$ cat src/sine_req_defs.svh
/* SPI rate and frame size shared by the RTL and the testbench.
   Half-bit count must be 2 or more; the request FSM assembles exactly 2 bytes */
`ifndef SINE_REQ_DEFS_SVH
`define SINE_REQ_DEFS_SVH

// System clocks per half SPI bit (4 gives clk/8 on the SPI clock)
`define SPI_CLKS_PER_HALF_BIT 4

// Bytes clocked in per chip-select frame
`define REQ_BYTES 2

// Per-channel sample registers for the 4-bit channel id
`define NUM_CHANNELS 16

`endif
$ cat src/sine_req_pkg.sv
/* Request word and sample types of the sine request path.
   Request word arrives MSB byte first: channel id in the top nibble */
package sine_req_pkg;

    // One 16-bit request, filled as bytes and read as fields
    typedef union packed {
        struct packed {
            logic [7:0] hi;        // First byte on the wire
            logic [7:0] lo;        // Second byte
        } bytes;
        struct packed {
            logic [3:0]  chan_id;   // Requesting channel
            logic [11:0] sin_index; // Table index, only [11:4] used
        } fields;
    } req_word_u;

    // Looked-up sample tagged with its channel
    typedef struct packed {
        logic [3:0]         chan_id;
        logic signed [15:0] value;
    } sample_t;

endpackage

$ cat src/sine_request_top.sv
/* SPI request fetch, sine lookup and per-channel store.
   One request in flight; i_start while o_busy is high is ignored */
`timescale 1ns/1ps

module sine_request_top import sine_req_pkg::*; (
    input  logic               clk,
    input  logic               reset,
    input  logic               i_start,
    input  logic               i_spi_miso,
    output logic               o_spi_clk,
    output logic               o_spi_cs_n,
    output logic               o_spi_mosi,
    output logic               o_busy,
    output logic               o_new_valid,
    output sample_t            o_new_sample,
    input  logic [3:0]         i_rd_chan,
    output logic signed [15:0] o_rd_value
);

    logic      req_valid;
    req_word_u req;
    logic      smp_valid;
    sample_t   smp;

    spi_request_fsm u_fsm (
        .clk        (clk),
        .reset      (reset),
        .i_start    (i_start),
        .i_spi_miso (i_spi_miso),
        .o_spi_clk  (o_spi_clk),
        .o_spi_cs_n (o_spi_cs_n),
        .o_spi_mosi (o_spi_mosi),
        .o_busy     (o_busy),
        .o_req_valid(req_valid),
        .o_req      (req)
    );

    sine_lut u_lut (
        .clk        (clk),
        .reset      (reset),
        .i_req_valid(req_valid),
        .i_req      (req),
        .o_smp_valid(smp_valid), // One cycle after req_valid
        .o_smp      (smp)
    );

    sample_bank u_bank (
        .clk         (clk),
        .reset       (reset),
        .i_smp_valid (smp_valid),
        .i_smp       (smp),
        .i_rd_chan   (i_rd_chan),
        .o_rd_value  (o_rd_value),
        .o_new_valid (o_new_valid),
        .o_new_sample(o_new_sample)
    );

endmodule

$ cat src/sample_bank.sv
/* Latest sample per channel, all cleared by reset.
   Read port is combinational; a write shows on it the cycle after i_smp_valid */
`timescale 1ns/1ps
`include "sine_req_defs.svh"

module sample_bank import sine_req_pkg::*; (
    input  logic               clk,
    input  logic               reset,
    input  logic               i_smp_valid,
    input  sample_t            i_smp,
    input  logic [3:0]         i_rd_chan,
    output logic signed [15:0] o_rd_value,
    output logic               o_new_valid,  // Strobe per stored sample
    output sample_t            o_new_sample
);

    logic signed [15:0] chan_regs [`NUM_CHANNELS];

    always_ff @(posedge clk) begin
        if (reset) begin
            for (int i = 0; i < `NUM_CHANNELS; i++) begin
                chan_regs[i] <= '0;
            end
            o_new_valid <= 1'b0;
        end else begin
            o_new_valid <= i_smp_valid;
            if (i_smp_valid) begin
                chan_regs[i_smp.chan_id] <= i_smp.value; // Overwrites older sample
            end
        end
    end

    // Echo of what was just written, aligned with the strobe
    always_ff @(posedge clk) begin
        if (i_smp_valid) o_new_sample <= i_smp;
    end

    assign o_rd_value = chan_regs[i_rd_chan];

endmodule

$ cat src/sine_lut.sv
/* Quarter-wave sine, 64 points per quadrant, amplitude 32767.
   Index bits [3:0] are ignored, no interpolation. One cycle latency */
`timescale 1ns/1ps

module sine_lut import sine_req_pkg::*; (
    input  logic      clk,
    input  logic      reset,
    input  logic      i_req_valid,
    input  req_word_u i_req,
    output logic      o_smp_valid,
    output sample_t   o_smp
);

    logic [1:0]  quad;     // Quadrant of the full period
    logic [5:0]  pos;      // Position inside the quadrant
    logic [5:0]  lut_addr;
    logic [15:0] mag;      // Unsigned quarter-wave magnitude

    assign quad     = i_req.fields.sin_index[11:10];
    assign pos      = i_req.fields.sin_index[9:4];
    assign lut_addr = quad[0] ? 6'd63 - pos : pos; // Falling quadrants read mirrored

    // round(32767 * sin(pi/2 * k/64))
    always_comb begin
        case (lut_addr)
            6'd0:  mag = 16'd0;
            6'd1:  mag = 16'd804;
            6'd2:  mag = 16'd1608;
            6'd3:  mag = 16'd2410;
            6'd4:  mag = 16'd3212;
            6'd5:  mag = 16'd4011;
            6'd6:  mag = 16'd4808;
            6'd7:  mag = 16'd5602;
            6'd8:  mag = 16'd6393;
            6'd9:  mag = 16'd7179;
            6'd10: mag = 16'd7962;
            6'd11: mag = 16'd8739;
            6'd12: mag = 16'd9512;
            6'd13: mag = 16'd10278;
            6'd14: mag = 16'd11039;
            6'd15: mag = 16'd11793;
            6'd16: mag = 16'd12539;
            6'd17: mag = 16'd13279;
            6'd18: mag = 16'd14010;
            6'd19: mag = 16'd14732;
            6'd20: mag = 16'd15446;
            6'd21: mag = 16'd16151;
            6'd22: mag = 16'd16846;
            6'd23: mag = 16'd17530;
            6'd24: mag = 16'd18204;
            6'd25: mag = 16'd18868;
            6'd26: mag = 16'd19519;
            6'd27: mag = 16'd20159;
            6'd28: mag = 16'd20787;
            6'd29: mag = 16'd21403;
            6'd30: mag = 16'd22005;
            6'd31: mag = 16'd22594;
            6'd32: mag = 16'd23170;
            6'd33: mag = 16'd23731;
            6'd34: mag = 16'd24279;
            6'd35: mag = 16'd24811;
            6'd36: mag = 16'd25329;
            6'd37: mag = 16'd25832;
            6'd38: mag = 16'd26319;
            6'd39: mag = 16'd26790;
            6'd40: mag = 16'd27245;
            6'd41: mag = 16'd27683;
            6'd42: mag = 16'd28105;
            6'd43: mag = 16'd28510;
            6'd44: mag = 16'd28898;
            6'd45: mag = 16'd29268;
            6'd46: mag = 16'd29621;
            6'd47: mag = 16'd29956;
            6'd48: mag = 16'd30273;
            6'd49: mag = 16'd30571;
            6'd50: mag = 16'd30852;
            6'd51: mag = 16'd31113;
            6'd52: mag = 16'd31356;
            6'd53: mag = 16'd31580;
            6'd54: mag = 16'd31785;
            6'd55: mag = 16'd31971;
            6'd56: mag = 16'd32137;
            6'd57: mag = 16'd32285;
            6'd58: mag = 16'd32412;
            6'd59: mag = 16'd32521;
            6'd60: mag = 16'd32609;
            6'd61: mag = 16'd32678;
            6'd62: mag = 16'd32728;
            6'd63: mag = 16'd32757;
        endcase
    end

    always_ff @(posedge clk) begin
        if (reset) o_smp_valid <= 1'b0;
        else       o_smp_valid <= i_req_valid;
    end

    // Second half period is negative
    always_ff @(posedge clk) begin
        if (i_req_valid) begin
            o_smp.chan_id <= i_req.fields.chan_id;
            o_smp.value   <= quad[1] ? -mag : mag;
        end
    end

endmodule

$ cat src/spi_request_fsm.sv
/* Fetches one 16-bit request per start with the high byte first.
   Start is taken in idle only; o_req keeps the last word until the next frame's first byte */
`timescale 1ns/1ps

module spi_request_fsm import sine_req_pkg::*; (
    input  logic      clk,
    input  logic      reset,
    input  logic      i_start,
    input  logic      i_spi_miso,
    output logic      o_spi_clk,
    output logic      o_spi_cs_n,
    output logic      o_spi_mosi,
    output logic      o_busy,
    output logic      o_req_valid, // Single-cycle pulse per frame
    output req_word_u o_req
);

    localparam logic [1:0] ST_IDLE    = 2'd0;
    localparam logic [1:0] ST_FIRST   = 2'd1;
    localparam logic [1:0] ST_SECOND  = 2'd2;
    localparam logic [1:0] ST_WAIT_CS = 2'd3;

    logic [1:0] state;
    logic       frame_start;
    logic       byte_valid;
    logic [7:0] rx_byte;

    assign frame_start = (state == ST_IDLE) && i_start; // Same cycle as the start
    assign o_busy      = (state != ST_IDLE);

    spi_byte_master u_master (
        .clk          (clk),
        .reset        (reset),
        .i_frame_start(frame_start),
        .i_spi_miso   (i_spi_miso),
        .o_byte_valid (byte_valid),
        .o_byte       (rx_byte),
        .o_spi_clk    (o_spi_clk),
        .o_spi_cs_n   (o_spi_cs_n),
        .o_spi_mosi   (o_spi_mosi)
    );

    always_ff @(posedge clk) begin
        if (reset) begin
            state       <= ST_IDLE;
            o_req_valid <= 1'b0;
        end else begin
            o_req_valid <= 1'b0;
            case (state)
                ST_IDLE:    if (i_start) state <= ST_FIRST;
                ST_FIRST:   if (byte_valid) state <= ST_SECOND;
                ST_SECOND: begin
                    if (byte_valid) begin
                        state       <= ST_WAIT_CS;
                        o_req_valid <= 1'b1; // Word complete with the low byte
                    end
                end
                ST_WAIT_CS: if (o_spi_cs_n) state <= ST_IDLE; // Frame closed
                default:    state <= ST_IDLE;
            endcase
        end
    end

    // Bytes land in arrival order
    always_ff @(posedge clk) begin
        if (byte_valid && state == ST_FIRST) o_req.bytes.hi <= rx_byte;
        if (byte_valid && state == ST_SECOND) o_req.bytes.lo <= rx_byte;
    end

endmodule

$ cat src/spi_byte_master.sv
/* SPI mode-0 receive-only master (CPOL 0, CPHA 0) with MOSI held low.
   One frame start clocks in REQ_BYTES bytes MSB first under a single CS low.
   Starts while CS is low are dropped */
`timescale 1ns/1ps
`include "sine_req_defs.svh"

module spi_byte_master (
    input  logic       clk,
    input  logic       reset,
    input  logic       i_frame_start, // One-cycle frame request
    input  logic       i_spi_miso,
    output logic       o_byte_valid,  // One pulse per received byte
    output logic [7:0] o_byte,
    output logic       o_spi_clk,
    output logic       o_spi_cs_n,
    output logic       o_spi_mosi
);

    localparam int HALF_W = $clog2(`SPI_CLKS_PER_HALF_BIT);
    localparam int BYTE_W = $clog2(`REQ_BYTES + 1);
    localparam logic [HALF_W-1:0] HALF_LAST = HALF_W'(`SPI_CLKS_PER_HALF_BIT - 1);
    localparam logic [BYTE_W-1:0] BYTES_END = BYTE_W'(`REQ_BYTES);

    logic [HALF_W-1:0] half_cnt;  // Clocks within the current half bit
    logic [2:0]        bit_cnt;   // Bit within the byte that wraps after 7
    logic [BYTE_W-1:0] byte_cnt;  // Bytes completed in this frame
    logic [6:0]        shift_reg; // First 7 bits of the byte
    logic              half_done;

    assign half_done  = (half_cnt == HALF_LAST);
    assign o_spi_mosi = 1'b0; // Nothing to transmit

    // Frame, bit and byte sequencing
    always_ff @(posedge clk) begin
        if (reset) begin
            o_spi_cs_n   <= 1'b1;
            o_spi_clk    <= 1'b0;
            o_byte_valid <= 1'b0;
            half_cnt     <= '0;
            bit_cnt      <= '0;
            byte_cnt     <= '0;
        end else begin
            o_byte_valid <= 1'b0;
            if (o_spi_cs_n) begin
                if (i_frame_start) begin
                    o_spi_cs_n <= 1'b0; // Device drives first bit from here
                    half_cnt   <= '0;
                    bit_cnt    <= '0;
                    byte_cnt   <= '0;
                end
            end else if (!half_done) begin
                half_cnt <= half_cnt + 1'b1;
            end else begin
                half_cnt <= '0;
                if (!o_spi_clk) begin
                    // Rising edge where MISO has been stable for a half bit
                    o_spi_clk <= 1'b1;
                    bit_cnt   <= bit_cnt + 1'b1;
                    if (bit_cnt == 3'd7) begin
                        o_byte_valid <= 1'b1;
                        byte_cnt     <= byte_cnt + 1'b1;
                    end
                end else begin
                    o_spi_clk <= 1'b0; // Falling edge lets the device shift
                    if (byte_cnt == BYTES_END) begin
                        o_spi_cs_n <= 1'b1; // Half bit after last rising edge
                    end
                end
            end
        end
    end

    // Receive shifter fills MSB first
    always_ff @(posedge clk) begin
        if (!o_spi_cs_n && half_done && !o_spi_clk) begin
            shift_reg <= {shift_reg[5:0], i_spi_miso};
            if (bit_cnt == 3'd7) begin
                o_byte <= {shift_reg, i_spi_miso}; // Eighth bit completes the byte
            end
        end
    end

endmodule

$ cat config.mk
export PLATFORM = sky130hd
export DESIGN_NAME = sine_request_top
export DESIGN_NICKNAME = d
export VERILOG_FILES = /design/src/sine_req_pkg.sv /design/src/sine_request_top.sv /design/src/sample_bank.sv /design/src/sine_lut.sv /design/src/spi_request_fsm.sv /design/src/spi_byte_master.sv
export VERILOG_INCLUDE_DIRS = /design/src
export SDC_FILE = /design/constraint.sdc
export NUM_CORES = 1
export LEC_CHECK = 0
export ABC_CLOCK_PERIOD_IN_PS = 4200
export BUFFER_PORTS_ARGS = -buffer_cell sky130_fd_sc_hd__buf_2
export CAP_MARGIN = 20
export CORE_AREA = 2 2 174 176
export DETAILED_ROUTE_END_ITERATION = 8
export DIE_AREA = 0 0 176 178
export PLACE_DENSITY_LB_ADDON = 0.3
export SYNTH_ARGS = -nofsm -noshare
export SYNTH_HDL_FRONTEND = slang
export SYNTH_SLANG_ARGS = --single-unit
export TNS_END_PERCENT = 50
$ cat constraint.sdc
create_clock -name clk -period 4.2 [get_ports clk]
set_input_delay 0.21 -clock clk [delete_from_list [all_inputs] [get_ports clk]]
set_output_delay 0.21 -clock clk [all_outputs]
set_load 0.005 [all_outputs]
==> run summary <==
sequential area share after synthesis: 57.24%
gr usage total: 30.20%
Antenna Diode Count: 0
RSZ-0062 raised after global routing: no
Worst EP arrival: 3.94 ns
routed length per instance: 26.52 um
drt via density: 6.604
max-slew violation count: 0
CORE AREA: 29,400 um2
Max VDD drop: 0.2704 mV
critical path fanouts, max: 11
DP HPWL: 29.91 mm
worst path cell trace: xor2_1 > inv_1 > ha_1 > nor3_1 > o221a_2 > a221oi_1 > nor3_1 > o211a_4 > nand2_2 > o41ai_2 > xor2_1
Largest regs: u_bank.chan_regs x256, u_bank.o_new_sample x20, u_lut.o_smp x20
Min-Delay Path Class: in -> reg
post-cts sizing count: 0
top_reg_cell synth: edfxtp_1
CTS Buf Count: 35
GP Congestion: 1.103
P&R area growth vs syn: 9.855%
IO Pins: 49
pwr dens: 384.0 nW/um2
clock sinks: 338
die area: 31,330 um2
most frequent cells in the layout: edfxtp_1, and2_1, mux4_2
hold buffers post-CTS: 1
Die W: 176 um
largest net degree at the start of global routing: 39
CP peak stage delay: 0.48 ns
# Post-CTS Setup Buffers: 0
first-pass GRT wire length: 70.31 mm
Worst Skew: 0.01935 ns
# DRC: 0
CTS clk-pin slew, worst paths: 0.06 ns
Max Cap Viol: 0
Worst Max-Slew Pin Slew: 0.9657 ns
fin worst setup slack: 0.5119 ns
part of the cycle the worst path needs: 87.81%
distinct cell type count after synthesis: 100
nets@finish: 1,360
Die Height: 178 um
root buffer cell: clkbuf_16
Largest Register: u_bank.chan_regs
Yosys reg bits: 338
smallest hold slack: 0.1112 ns
DR pass1 iterations: 6
Fmax achieved: 0.2711 GHz
Post-synth ARST share: 0%
CP Data Required Time: 4.46 ns
gr ovfl total: 0
Port Buf Inserts: 47
clock latency on the worst-skew pair: 0.53 ns
via count: 11,491
DRT Wirelength: 46.15 mm
WS Path Type: reg -> reg
status: finished, final reports clean
Syn Area/Cell: 13.41 um2
ANT nets after route: 0
Starting Density: 59.42%
CTS tree: yes
min cycle time layout: 3.688 ns
number of synthesized flops with an enable pin: 323
H-tree levels: 2
commonest non-fill, non-tap cell in the layout: edfxtp_1
Crit path max-delay family: compound AO/OA/AOI/OAI gates
Leak: 6.706 nW
post-route insts no fill: 1,740
Fin. Hold Viols: 0
vias in the first global route: 11,228
fraction of layout cells with a size suffix above 1: 21.04%
Buffers & Inverters on Critical Path: 1
dpl cells: 1,681
startpoint types: flip-flop
initial antenna violation count: 0
critical path capture point type: flip-flop
Max stage delay cell, worst path: nor3_1
Net Count, Synth: 1,333
Finish-stage setup viols: 0
Total Power: 7.369 mW
fin area: 19,190 um2
pre-CTS WS: 0.6455 ns
slew margin rel.: 35.53%
row cnt: 63
max reg flops: 256
Yosys warning count: 0
dpl cell area: 18,070 um2
CTS Buffer Depth: 3
Post-Synthesis Cells: 1,303
post-layout util: 65.27%
setup_tns: 0 ns
area of the mapped netlist: 17,470 um2
Initial DRC Count: 1,784
==> cells by family (layout without fill, tap and decap cells) <==
family / count (synthesis) / in the layout / synth area share, %
AOI/OAI and AO/OA: 216 / 216 / 9.103
other: 1 / 1 / 0.02147
buffers and inverters: 134 / 181 / 3.674
DFF: 338 / 338 / 57.24
xor gates and xnor gates: 23 / 23 / 1.282
adders and majority gates: 22 / 22 / 1.576
muxes: 93 / 93 / 11.12
and+or+nand+nor: 476 / 476 / 15.98
==> metal layers <==
| metal | wire length (um) | track usage (%) | vias up |
|---|---|---|---|
| met5 | 0 | 0 | - |
| met4 | 1437 | 9.332 | 0 |
| met3 | 4286 | 5.627 | 124 |
| met2 | 21140 | 46.37 | 657 |
| met1 | 19280 | 44.33 | 5778 |
| li1 | - | - | 4932 |
==> path summary, 6_finish.rpt <==
check | end | slack (ns) | from | depth (start not counted)
hold reg to reg | u_lut.o_smp[17] | 0.42 | u_fsm.o_req[13] | 0
setup reg to reg | u_lut.o_smp[14] | 0.51 | u_fsm.o_req[10] | 11
hold / removal | u_fsm.u_master.o_spi_cs_n | 0.11 | i_start | 3
setup / recovery | u_lut.o_smp[14] | 0.51 | u_fsm.o_req[10] | 11
==> Yosys cell counts, types with 8 or more instances <==
| cell type | count | share of area [%] |
|---|---|---|
| edfxtp_1 | 323 | 56 |
| and2_1 | 263 | 9.4 |
| mux4_2 | 80 | 10 |
| clkbuf_1 | 60 | 1.3 |
| nor2_1 | 49 | 1.1 |
| nand2_1 | 40 | 0.86 |
| a21oi_1 | 39 | 1.1 |
| o21ai_0 | 38 | 1.1 |
| nand2b_1 | 23 | 0.82 |
| buf_2 | 22 | 0.63 |
| ha_1 | 22 | 1.6 |
| or2_2 | 19 | 0.68 |
| inv_1 | 18 | 0.39 |
| nor3_1 | 17 | 0.49 |
| a31oi_1 | 16 | 0.57 |
| dfxtp_1 | 15 | 1.7 |
| o22ai_1 | 15 | 0.54 |
| nand3_1 | 13 | 0.37 |
| nor2b_1 | 13 | 0.47 |
| buf_1 | 12 | 0.26 |
| buf_6 | 12 | 0.77 |
| a211oi_1 | 11 | 0.47 |
| xor2_1 | 11 | 0.55 |
| mux2i_1 | 9 | 0.52 |
| xnor2_1 | 9 | 0.45 |
| a22oi_1 | 8 | 0.34 |
==> where the power goes <==
part | leakage (nW) | switching (mW) | internal (mW)
Combinational | 3.02 | 0.231 | 0.206
Clock | 0.531 | 1.29 | 1.78
Sequential | 3.15 | 0.0518 | 3.81
==> tightest hold or removal path, stage by stage <==
cell and delay [ns]:
buf_2 0.12, nand2_1 0.13, a211o_1 0.13
==> layout make-up <==
type / instances / area, um2
clock buffers: 39 / 890.9
clock inverters: 18 / 210.2
fillers: 2058 / 10210
inverters: 23 / 88.84
multi-input cells: 831 / 6843
flip-flops and latches: 338 / 10000
well taps: 390 / 488.0
repair buffers: 101 / 670.6
(Power assumes the default switching activity.)
